==> config.mk <==
export PLATFORM = sky130hd
export DESIGN_NAME = tagged_fanout_top
export DESIGN_NICKNAME = d
export VERILOG_FILES = /design/src/hdl/tagged_stream_pkg.sv /design/src/hdl/tagged_fanout_top.sv /design/src/hdl/tag_filter.sv /design/src/hdl/tagged_duplicator.sv /design/src/hdl/tagged_skid_buffer.sv
export VERILOG_INCLUDE_DIRS = /design/src /design/src/hdl
export SDC_FILE = /design/constraint.sdc
export NUM_CORES = 1
export LEC_CHECK = 0
export BUFFER_PORTS_ARGS = -buffer_cell sky130_fd_sc_hd__buf_2
export CAP_MARGIN = 30
export CORE_ASPECT_RATIO = 1.5
export CORE_MARGIN = 4
export CORE_UTILIZATION = 63
export DETAILED_ROUTE_END_ITERATION = 12
export PLACE_DENSITY_LB_ADDON = 0.08
export SYNTH_ARGS = -nofsm -noshare
export SYNTH_HDL_FRONTEND = slang
export SYNTH_SLANG_ARGS = --single-unit
==> constraint.sdc <==
create_clock -name clk -period 10.2 [get_ports clk]
set_input_delay 0 -clock clk [delete_from_list [all_inputs] [get_ports clk]]
set_output_delay 0 -clock clk [all_outputs]
set_load 0.02 [all_outputs]
==> src/hdl/tagged_stream_macros.svh <==
`ifndef TAGGED_STREAM_MACROS_SVH
`define TAGGED_STREAM_MACROS_SVH

// width of one data word on every stream
`define DATA_WIDTH 32

// three tag bits give eight tag values, one accept mask bit each
`define TAG_WIDTH 3

// one byte enable per data byte
`define KEEP_WIDTH (`DATA_WIDTH / 8)

// default number of fan-out outputs
`define NUM_STREAMS 3

// default number of skid buffers in each output chain
`define NUM_SKID_STAGES 2

`endif
==> src/hdl/tagged_stream_pkg.sv <==
`include "tagged_stream_macros.svh"

package tagged_stream_pkg;

    // payload fields of one stream element
    typedef logic [`DATA_WIDTH-1:0] data_t;
    typedef logic [`TAG_WIDTH-1:0]  tag_t;
    typedef logic [`KEEP_WIDTH-1:0] keep_t;

    // fill level of a two-entry skid buffer
    typedef enum logic [1:0] {
        SKID_EMPTY = 2'd0, // nothing held, output idle
        SKID_ONE   = 2'd1, // main register holds the head element
        SKID_TWO   = 2'd2  // main and skid registers both full
    } skid_state_t;

endpackage

==> src/hdl/tagged_fanout_top.sv <==
`include "tagged_stream_macros.svh"

module tagged_fanout_top #(
    parameter int NUM_STREAMS     = `NUM_STREAMS,
    parameter int NUM_SKID_STAGES = `NUM_SKID_STAGES
) (
    input  logic                         clk,
    input  logic                         reset_synced,

    input  tagged_stream_pkg::data_t     in_data,
    input  tagged_stream_pkg::tag_t      in_tag,
    input  tagged_stream_pkg::keep_t     in_keep,
    input  logic                         in_last,
    input  logic                         in_valid,
    output logic                         in_ready,

    input  logic [(1 << `TAG_WIDTH)-1:0] accept_mask [NUM_STREAMS],

    output tagged_stream_pkg::data_t     out_data    [NUM_STREAMS],
    output tagged_stream_pkg::tag_t      out_tag     [NUM_STREAMS],
    output tagged_stream_pkg::keep_t     out_keep    [NUM_STREAMS],
    output logic                         out_last    [NUM_STREAMS],
    output logic                         out_valid   [NUM_STREAMS],
    input  logic                         out_ready   [NUM_STREAMS]
);
    import tagged_stream_pkg::*;

    logic [NUM_STREAMS-1:0] dup_valid;
    logic [NUM_STREAMS-1:0] filt_ready;

    // index 0 is the chain head fed by the filter, the last index is the output
    data_t chain_data  [NUM_STREAMS][NUM_SKID_STAGES+1];
    tag_t  chain_tag   [NUM_STREAMS][NUM_SKID_STAGES+1];
    keep_t chain_keep  [NUM_STREAMS][NUM_SKID_STAGES+1];
    logic  chain_last  [NUM_STREAMS][NUM_SKID_STAGES+1];
    logic  chain_valid [NUM_STREAMS][NUM_SKID_STAGES+1];
    logic  chain_ready [NUM_STREAMS][NUM_SKID_STAGES+1];

    tagged_duplicator #(
        .NUM_STREAMS (NUM_STREAMS)
    ) duplicator_i (
        .clk          (clk),
        .reset_synced (reset_synced),
        .in_valid     (in_valid),
        .in_ready     (in_ready),
        .dup_valid    (dup_valid),
        .dup_ready    (filt_ready)
    );

    for (genvar s = 0; s < NUM_STREAMS; s++) begin : g_stream
        tag_filter filter_i (
            .in_valid    (dup_valid[s]),
            .in_tag      (in_tag),
            .in_ready    (filt_ready[s]),
            .accept_mask (accept_mask[s]),
            .out_valid   (chain_valid[s][0]),
            .out_ready   (chain_ready[s][0])
        );

        // payload skips the filter and goes straight into the chain head
        assign chain_data[s][0] = in_data;
        assign chain_tag[s][0]  = in_tag;
        assign chain_keep[s][0] = in_keep;
        assign chain_last[s][0] = in_last;

        for (genvar k = 0; k < NUM_SKID_STAGES; k++) begin : g_skid
            tagged_skid_buffer skid_i (
                .clk          (clk),
                .reset_synced (reset_synced),
                .in_data      (chain_data[s][k]),
                .in_tag       (chain_tag[s][k]),
                .in_keep      (chain_keep[s][k]),
                .in_last      (chain_last[s][k]),
                .in_valid     (chain_valid[s][k]),
                .in_ready     (chain_ready[s][k]),
                .out_data     (chain_data[s][k+1]),
                .out_tag      (chain_tag[s][k+1]),
                .out_keep     (chain_keep[s][k+1]),
                .out_last     (chain_last[s][k+1]),
                .out_valid    (chain_valid[s][k+1]),
                .out_ready    (chain_ready[s][k+1])
            );
        end

        assign chain_ready[s][NUM_SKID_STAGES] = out_ready[s]; // sink back-pressure enters here

        assign out_data[s]  = chain_data[s][NUM_SKID_STAGES];
        assign out_tag[s]   = chain_tag[s][NUM_SKID_STAGES];
        assign out_keep[s]  = chain_keep[s][NUM_SKID_STAGES];
        assign out_last[s]  = chain_last[s][NUM_SKID_STAGES];
        assign out_valid[s] = chain_valid[s][NUM_SKID_STAGES];
    end

endmodule

==> src/hdl/tag_filter.sv <==
`include "tagged_stream_macros.svh"

module tag_filter (
    input  logic                          in_valid,
    input  tagged_stream_pkg::tag_t       in_tag,
    output logic                          in_ready,

    input  logic [(1 << `TAG_WIDTH)-1:0]  accept_mask,

    output logic                          out_valid,
    input  logic                          out_ready
);

    // high when this output subscribes to the element's tag
    logic tag_hit;

    assign tag_hit = accept_mask[in_tag];

    // a rejected element never reaches the skid chain
    assign out_valid = in_valid & tag_hit;

    // rejected elements are acknowledged at once, so the duplicator sees this
    // output as done and the element is dropped here
    assign in_ready = tag_hit ? out_ready : 1'b1;

endmodule

==> src/hdl/tagged_duplicator.sv <==
`include "tagged_stream_macros.svh"

module tagged_duplicator #(
    parameter int NUM_STREAMS = `NUM_STREAMS
) (
    input  logic                   clk,
    input  logic                   reset_synced,

    input  logic                   in_valid,
    output logic                   in_ready,

    output logic [NUM_STREAMS-1:0] dup_valid,
    input  logic [NUM_STREAMS-1:0] dup_ready
);

    // one bit per output, set once that output has taken the current element
    logic [NUM_STREAMS-1:0] seen;
    logic [NUM_STREAMS-1:0] seen_next;
    logic [NUM_STREAMS-1:0] done;
    logic                   in_xfer;

    // an output is done if it took the element earlier or takes it now
    assign done = seen | dup_ready;

    // the input only moves on when every copy has been delivered
    assign in_ready = &done;
    assign in_xfer  = in_valid & in_ready;

    // outputs that already have the element must not see it again
    assign dup_valid = {NUM_STREAMS{in_valid}} & ~seen;

    always_comb begin
        seen_next = seen;

        if (in_xfer) begin
            seen_next = '0; // element complete, next one starts fresh
        end else if (in_valid) begin
            seen_next = done; // remember partial progress across stalled cycles
        end
    end

    always_ff @(posedge clk) begin
        if (!reset_synced) begin
            seen <= '0;
        end else begin
            seen <= seen_next;
        end
    end

endmodule

==> src/hdl/tagged_skid_buffer.sv <==
`include "tagged_stream_macros.svh"

module tagged_skid_buffer (
    input  logic                     clk,
    input  logic                     reset_synced,

    input  tagged_stream_pkg::data_t in_data,
    input  tagged_stream_pkg::tag_t  in_tag,
    input  tagged_stream_pkg::keep_t in_keep,
    input  logic                     in_last,
    input  logic                     in_valid,
    output logic                     in_ready,

    output tagged_stream_pkg::data_t out_data,
    output tagged_stream_pkg::tag_t  out_tag,
    output tagged_stream_pkg::keep_t out_keep,
    output logic                     out_last,
    output logic                     out_valid,
    input  logic                     out_ready
);
    import tagged_stream_pkg::*;

    skid_state_t state;
    skid_state_t state_next;

    // main register, always the element presented downstream
    data_t main_data;
    tag_t  main_tag;
    keep_t main_keep;
    logic  main_last;

    // skid register catches the element that arrives while main is stuck
    data_t skid_data;
    tag_t  skid_tag;
    keep_t skid_keep;
    logic  skid_last;

    logic in_xfer;
    logic out_xfer;
    logic load_main_in;   // main takes the incoming element
    logic load_main_skid; // main takes the parked skid element
    logic load_skid;      // skid takes the incoming element

    // ready is decoded from the state register only, which breaks the
    // combinational ready path between neighbouring stages
    assign in_ready  = (state != SKID_TWO);
    assign out_valid = (state != SKID_EMPTY);

    assign in_xfer  = in_valid & in_ready;
    assign out_xfer = out_valid & out_ready;

    always_comb begin
        state_next     = state;
        load_main_in   = 1'b0;
        load_main_skid = 1'b0;
        load_skid      = 1'b0;

        case (state)
            SKID_EMPTY: begin
                if (in_xfer) begin
                    load_main_in = 1'b1;
                    state_next   = SKID_ONE;
                end
            end
            SKID_ONE: begin
                if (in_xfer && out_xfer) begin
                    load_main_in = 1'b1; // pass-through, level stays at one
                end else if (in_xfer) begin
                    load_skid  = 1'b1;
                    state_next = SKID_TWO;
                end else if (out_xfer) begin
                    state_next = SKID_EMPTY;
                end
            end
            SKID_TWO: begin
                // in_ready is low here, only the drain side can move
                if (out_xfer) begin
                    load_main_skid = 1'b1;
                    state_next     = SKID_ONE;
                end
            end
            default: begin
                state_next = SKID_EMPTY;
            end
        endcase
    end

    always_ff @(posedge clk) begin
        if (!reset_synced) begin
            state <= SKID_EMPTY;
        end else begin
            state <= state_next;
        end
    end

    always_ff @(posedge clk) begin
        if (load_main_in) begin
            main_data <= in_data;
            main_tag  <= in_tag;
            main_keep <= in_keep;
            main_last <= in_last;
        end else if (load_main_skid) begin
            main_data <= skid_data;
            main_tag  <= skid_tag;
            main_keep <= skid_keep;
            main_last <= skid_last;
        end

        if (load_skid) begin
            skid_data <= in_data;
            skid_tag  <= in_tag;
            skid_keep <= in_keep;
            skid_last <= in_last;
        end
    end

    assign out_data = main_data;
    assign out_tag  = main_tag;
    assign out_keep = main_keep;
    assign out_last = main_last;

endmodule

After elaboration in Yosys (flattened, before gate mapping)
Cells that the tools add are included.
Word-level totals
  register bits: 495
  output and inout port bits: 124
  RAM bits: 0
  latch bits: 0
  input bits: 70
  word-level logic and storage cells: 276
  bits in read-only memories: 0
  memories kept: 0
Operators by class
  equal/unequal tests: 42
  muxes and demuxes: 129
  reduce and logical (&&, ||, !) cells: 32
  $mul: 0
  div/mod/pow operators: 0
  bitwise gates (word level): 17
  add/subtract/negate cells: 0
  shift-type cells: 0
  $lt $le $gt $ge: 1
Operators by type and width (count)
  $mux 32: 12
  $mux 2: 27
  $mux 1: 51
  $mux 4: 12
  $mux 3: 12
  $pmux 2 s3: 6
  $ne 2x2->1 const B: 15
  $reduce_and 4->1: 6
  $reduce_bool 2->1: 12
  $ne 2x1->1 const B: 9
  $and 1x1->1: 13
  $eq 2x1->1 const B: 6
  $eq 2x2->1 const B: 6
  $logic_not 2->1: 6
  $pmux 1 s2: 6
  $bmux 1 s3: 3
  $ne 3x1->1 const B: 3
  $ne 3x2->1 const B: 3
  $logic_and 1x1->1: 6
  $lt 3x4->1 const B: 1
  $and 3x3->3: 1
  $not 3->3: 1
  $or 3x3->3: 1
  $reduce_and 3->1: 1
  other kinds (2): 2

Longest topological paths before layout
  depth after elaboration: 8
  mapped depth: 8
  mapped depth without buffers: 5

By module
From an unflattened synthesis, not the netlist that was laid out.
Unflattened totals
  cells, all modules: 889
  area total of the unflattened synthesis: 19497.4 um^2
By module, submodules not included
  tagged_skid_buffer: times used 6, seq. area each 2442.3 um^2, cells an instance 139, area an instance 3171.8 um^2
  tag_filter: times used 3, seq. area each 0.0 um^2, cells an instance 11, area an instance 91.3 um^2
  tagged_duplicator: times used 1, seq. area each 60.1 um^2, cells an instance 16, area an instance 147.6 um^2
  tagged_fanout_top: times used 1, seq. area each 0.0 um^2, cells an instance 6, area an instance 45.0 um^2

Worst setup path after synthesis
Ideal clock, no wire load.
  path kind: input to register
  from: input port in_tag[0]
  to: register g_stream[0].g_skid[0].skid_i.main_data[0] (enable)
  stages on the path: 6
  path buffers: 2
  setup time: 0.493 ns
  setup slack: 5.789 ns
  arrival: 3.918 ns
  data required time: 9.707 ns
  path through: buf_6 buf_6 mux2i_1 a221o_1 or2_2 o21ai_0
Between the ends
  word-level cells in the longest chain between the ends: 8
  elaborated cells on any way between the ends: 9
  classes of those cells: mux: 5; bitwise: 2; reduce/logical: 2
Ends and longest elaborated chain
  from (decl): line tagged_fanout_top.sv:11  | input tagged_stream_pkg::tag_t in_tag,
  $bmux 1 s3 *: line tag_filter.sv:17  | assign tag_hit = accept_mask[in_tag];
  $mux 1 (not written as such) *: line tag_filter.sv:17
  $and 1x1->1 *: line tag_filter.sv:20  | assign out_valid = in_valid & tag_hit;
  $and 1x1->1 *: line tagged_skid_buffer.sv:49  | assign in_xfer = in_valid & in_ready;
  $logic_and 1x1->1: line tagged_skid_buffer.sv:66  | if (in_xfer && out_xfer) begin
  $mux 1: line tagged_skid_buffer.sv:66
  $pmux 1 s2 *: line tagged_skid_buffer.sv:58  | case (state)
  $reduce_bool 2->1 (no source line) *
  to (signal assigned): line tagged_skid_buffer.sv:98  | main_data <= in_data;
  to (signal assigned): line tagged_skid_buffer.sv:103  | main_data <= skid_data;
  to (decl): line tagged_skid_buffer.sv:27  | data_t main_data;
Mark *: on every way between the ends. The rest lies on a longest branch, timed or not. The select of a mux whose other input is x is not followed.
A chain may end at the register's enable or synchronous reset.

Worst setup path in the final report
  from: input port in_tag[0]
  to: register g_stream[1].g_skid[0].skid_i.main_data[4], data pin
Between the ends
  word-level cells in the longest chain between the ends: 8
  elaborated cells on any way between the ends: 9
  classes of those cells: mux: 6; bitwise: 2; reduce/logical: 1
Ends and longest elaborated chain
  $bmux 1 s3 *: line tag_filter.sv:17
  $mux 1 (not written as such) *: line tag_filter.sv:17
  $and 1x1->1 *: line tag_filter.sv:20
  $and 1x1->1 *: line tagged_skid_buffer.sv:49
  $logic_and 1x1->1: line tagged_skid_buffer.sv:66
  $mux 1: line tagged_skid_buffer.sv:66
  $pmux 1 s2 *: line tagged_skid_buffer.sv:58
  $mux 32 *: line tagged_skid_buffer.sv:97  | if (load_main_in) begin
  to (signal assigned): line tagged_skid_buffer.sv:98
  to (signal assigned): line tagged_skid_buffer.sv:103
  to (decl): line tagged_skid_buffer.sv:27
Marked as above.

==> reports/metrics.csv <==
stage;metric;value;unit
place;standard cell area after detailed placement;20240;µm²
logic_synthesis;share of synthesized cell area in full adder, half adder and majority cells;0;%
logic_synthesis;post-synthesis mux area share;15.59;%
drt;iteration count of the initial detailed-routing pass;5;
logic_synthesis;cell taking the most area after synthesis;edfxtp_1;
floorplanning;Initial Utilization;64.35;%
logic_synthesis;leading post-synthesis cells by cell area;edfxtp_1 74%, mux2_2 11%, buf_4 4.7%;
power;Pwr Density;199.1;nW/µm²
cts;CTS sink count;495;
grt;first-pass GRT wire length;52760;µm
place;gpl congestion;0.7679;
outcome;run status;finished, final reports clean;
cts;post-cts sizing count;0;
cts;Inserted Clock Buffers;43;
drt;number of DRC markers in iteration 0;552;
critical_path;worst reg2reg endpoint;g_stream[1].g_skid[0].skid_i.out_data[4]$_DFFE_PP_;
critical_path;required time of the critical path;10480;ps
drt;detailed-route wire length per cell;21.31;µm
finish;number of antenna repair diodes;0;
logic_synthesis;Synth Area in Compound Gates;0.9388;%
finish;share of final-layout standard cells stronger than drive strength 1;45.20;%
drt;DRT antenna net count;0;
logic_synthesis;number of warning messages in the yosys log;0;
logic_synthesis;number of cells produced by synthesis;1016;
place;IO Port Bufs;193;
timing;slew at the pin with the worst max-slew slack;966.3;ps
finish;design area;22160;µm²
logic_synthesis;post-synthesis instance area;19590;µm²
cts;Root Buffer Master;clkbuf_16;
timing;unrepaired setup endpoints after global routing;false;
worst_hold_path;endpoint of the worst hold path;g_stream[0].g_skid[0].skid_i.state[1]$_SDFFE_PN0P_;
logic_synthesis;total nets after synthesis;1086;
drt;final WL;34080;µm
finish;area overhead of the layout relative to synthesis;13.08;%
critical_path;critical path fanouts, max;23;
cts;CTS tree;yes;
critical_path;CP Class;input port to register;
place;Final HPWL DP;21580;µm
critical_path;CP arrival;3010;ps
logic_synthesis;simple-gate share of the synthesized area;2.420;%
floorplanning;number of standard-cell rows in the floorplan;78;
timing;final worst clock skew;18.86;ps
critical_path;number of cells traversed by the worst register-to-register path;5;
floorplanning;Die H;224.0;µm
timing;Final Setup Violations;0;
drt;# DRC;0;
worst_hold_path;cell depth of the worst min-delay path;6;
grt;GRT Total Usage;19.83;%
logic_synthesis;register bit count reported by yosys;495;
timing;max-slew headroom at the worst pin;35.58;%
drt;via count;8830;
logic_synthesis;Top FF cell, synth;edfxtp_1;
logic_synthesis;number of library cell types mapped by synthesis;43;
worst_hold_path;type of the most critical hold path;input port to register;
critical_path;source of the worst register-to-register timing path;g_stream[1].g_skid[1].skid_i.state[1]$_SDFFE_PN0P_;
logic_synthesis;Async SR Flop Fraction;0;%
timing;Final period util;26.74;%
logic_synthesis;xor/xnor cell area share of the yosys netlist;0.1341;%
grt;total global routing overflow;0;
timing;total count of max-transition violations in the final report;0;
cts;post-CTS clock slew at the launch and capture registers of the worst setup and hold paths;60;ps
timing;final count of hold timing violations;0;
floorplanning;# IOs;194;
logic_synthesis;largest family of logic cells by synthesized area;multiplexers;
cts;maximum count of clock buffers along a single path;3;
timing;Fmax achieved;0.3666;GHz
logic_synthesis;share of synthesized area occupied by flip-flops and latches;75.10;%
floorplanning;Die Wd;152.0;µm
grt;antenna violations before repair;0;
cts;clock insertion delay at the later pin of the skew report;540;ps
critical_path;critical path startpoint;in_tag[0];
finish;number of nets in the layout;1236;
logic_synthesis;mean instance size in the synthesized netlist;19.28;µm²
floorplanning;standard cell core area;30450;µm²
grt;number of global-route vias before repair;9110;
critical_path;register-to-register setup slack;7660;ps
grt;pin count of the biggest net entering global routing;42;
timing;min cycle time layout;2728;ps
power;worst vdd rail ir drop;0.1545;mV
critical_path;startpoint kind of the worst setup timing path;input port;
flow_run;count of max-cap constraint violations;0;
drt;number of vias per cell;5.522;
power;Pleak;7.870;nW
logic_synthesis;proportion of netlist area held by the largest area contributor;73.57;%
critical_path;sort of element at the end of the critical path;register;
floorplanning;die footprint;34040;µm²
logic_synthesis;number of enable-type register cells in the synthesized netlist;480;
cts;# H-tree levels;2;
power;total power;4.412;mW
worst_hold_path;Min-Delay Startpoint;accept_mask[18];
timing;final total negative setup slack;0;ps
## timing repair
| action | in CTS | in global routing |
|---|---|---|
| setup buffers | 0 | 0 |
| hold buffers | 49 | 0 |
| hold endpoints to repair | 261 | 0 |
## report_power, final
part           total, mW  leakage (nW)  switching (mW)  internal, mW
Clock               1.63         0.684           0.683         0.942
Combinational      0.381          2.64           0.220         0.162
Sequential          2.40          4.55          0.0398          2.36
## cells in the mapped netlist, drive strengths merged, types with 7 or more instances
| library cell | instances |
|---|---|
| and2 | 7 |
| mux2 | 246 |
| dfxtp | 15 |
| clkbuf | 10 |
| nor2 | 12 |
| edfxtp | 480 |
| nor3 | 8 |
| buf | 145 |
| nand2 | 13 |
| nand2b | 11 |
| mux2i | 7 |
| nor2b | 7 |
## registers in the layout (all words and copies together) (netlist names)
register and cells:
g_stream.g_skid.skid_i.skid_keep 24, g_stream.g_skid.skid_i.out_last 6, duplicator_i.seen 3, g_stream.g_skid.skid_i.out_tag 18, g_stream.g_skid.skid_i.out_data 192, g_stream.g_skid.skid_i.skid_data 192
g_stream.g_skid.skid_i.skid_tag 18, g_stream.g_skid.skid_i.skid_last 6, g_stream.g_skid.skid_i.out_keep 24, g_stream.g_skid.skid_i.state 12
## layout by cell type (no fill, tap or decap), types with 4 or more instances in the layout
| cell | synthesis | layout |
|---|---|---|
| nand2_2 | 1 | 4 |
| nor3_2 | 0 | 4 |
| mux2_4 | 57 | 57 |
| nor3_1 | 8 | 4 |
| nand2b_1 | 11 | 8 |
| nand2_1 | 12 | 9 |
| nor2b_1 | 7 | 7 |
| mux2i_1 | 7 | 7 |
| nor3b_1 | 5 | 5 |
| edfxtp_1 | 480 | 480 |
| buf_12 | 0 | 8 |
| dfxtp_1 | 15 | 15 |
| bufinv_16 | 0 | 5 |
| clkinv_1 | 0 | 7 |
| a21oi_1 | 4 | 4 |
| or2_2 | 6 | 6 |
| nor2_1 | 12 | 10 |
| clkbuf_1 | 10 | 11 |
| dlygate4sd3_1 | 0 | 49 |
| o21ai_0 | 6 | 5 |
| mux2_2 | 186 | 186 |
| buf_2 | 5 | 193 |
| and2_1 | 7 | 4 |
| clkinv_2 | 0 | 7 |
| inv_1 | 4 | 4 |
| buf_4 | 123 | 9 |
| clkbuf_16 | 0 | 45 |
## cells by family after synthesis
group / count (synthesis)
buffers and inverters: 159
AO/OA/AOI/OAI: 26
XOR/XNOR: 3
multiplexers: 253
flip-flops: 495
AND/OR/NAND/NOR: 80
## final cells by class
type | count | area [µm²]
fillers | 1885 | 8294
multi-input cells | 362 | 3806
flip-flops and latches | 495 | 14710
well taps | 400 | 500.5
inverters | 4 | 15.01
clock buffers | 57 | 1181
clock inverters | 21 | 226.5
repair buffers | 260 | 1712
## routing by layer
metal / up-vias / global-route usage (%) / routed length, µm
li1: 4065 / - / -
met1: 4471 / 27.43 / 14590
met2: 241 / 33.01 / 16930
met3: 53 / 3.460 / 1802
met4: 0 / 5.717 / 752
met5: - / 0 / 0
## per-stage QoR
stage	worst slack, ps	util (%)	std cells	hold WS [ps]
after floorplan	5790	-	1016	76.15
after global placement	7151	65.91	1463	195.6
after detailed placement	7434	66.46	1471	200.3
after CTS	7464	72.69	1598	167.3
after global routing	7322	72.76	1599	253.5
final	7472	72.76	1599	192.7
## worst max-delay path, cell delays in order
cell and delay, ps:
dlygate4sd3_1 520, buf_2 380, mux2_2 390, o22ai_1 340, nor4_4 90, nand2_2 420, buf_4 460, mux2_2 390
## worst max-delay path by stage
stage / to / slack, ps / cells after the start
final: g_stream[1].g_skid[0].skid_i.out_data[4]$_DFFE_PP_ / 7470 / 8
after CTS: g_stream[1].g_skid[0].skid_i.out_data[4]$_DFFE_PP_ / 7460 / 8
after detailed placement: g_stream[1].g_skid[0].skid_i.out_data[4]$_DFFE_PP_ / 7430 / 7
after global routing: g_stream[1].g_skid[0].skid_i.out_data[4]$_DFFE_PP_ / 7320 / 8
after global placement: g_stream[1].g_skid[1].skid_i.out_data[23]$_DFFE_PP_ / 7150 / 4
after floorplan: g_stream[0].g_skid[0].skid_i.out_data[0]$_DFFE_PP_ / 5790 / 6
Power figures use the tool's default switching activity.
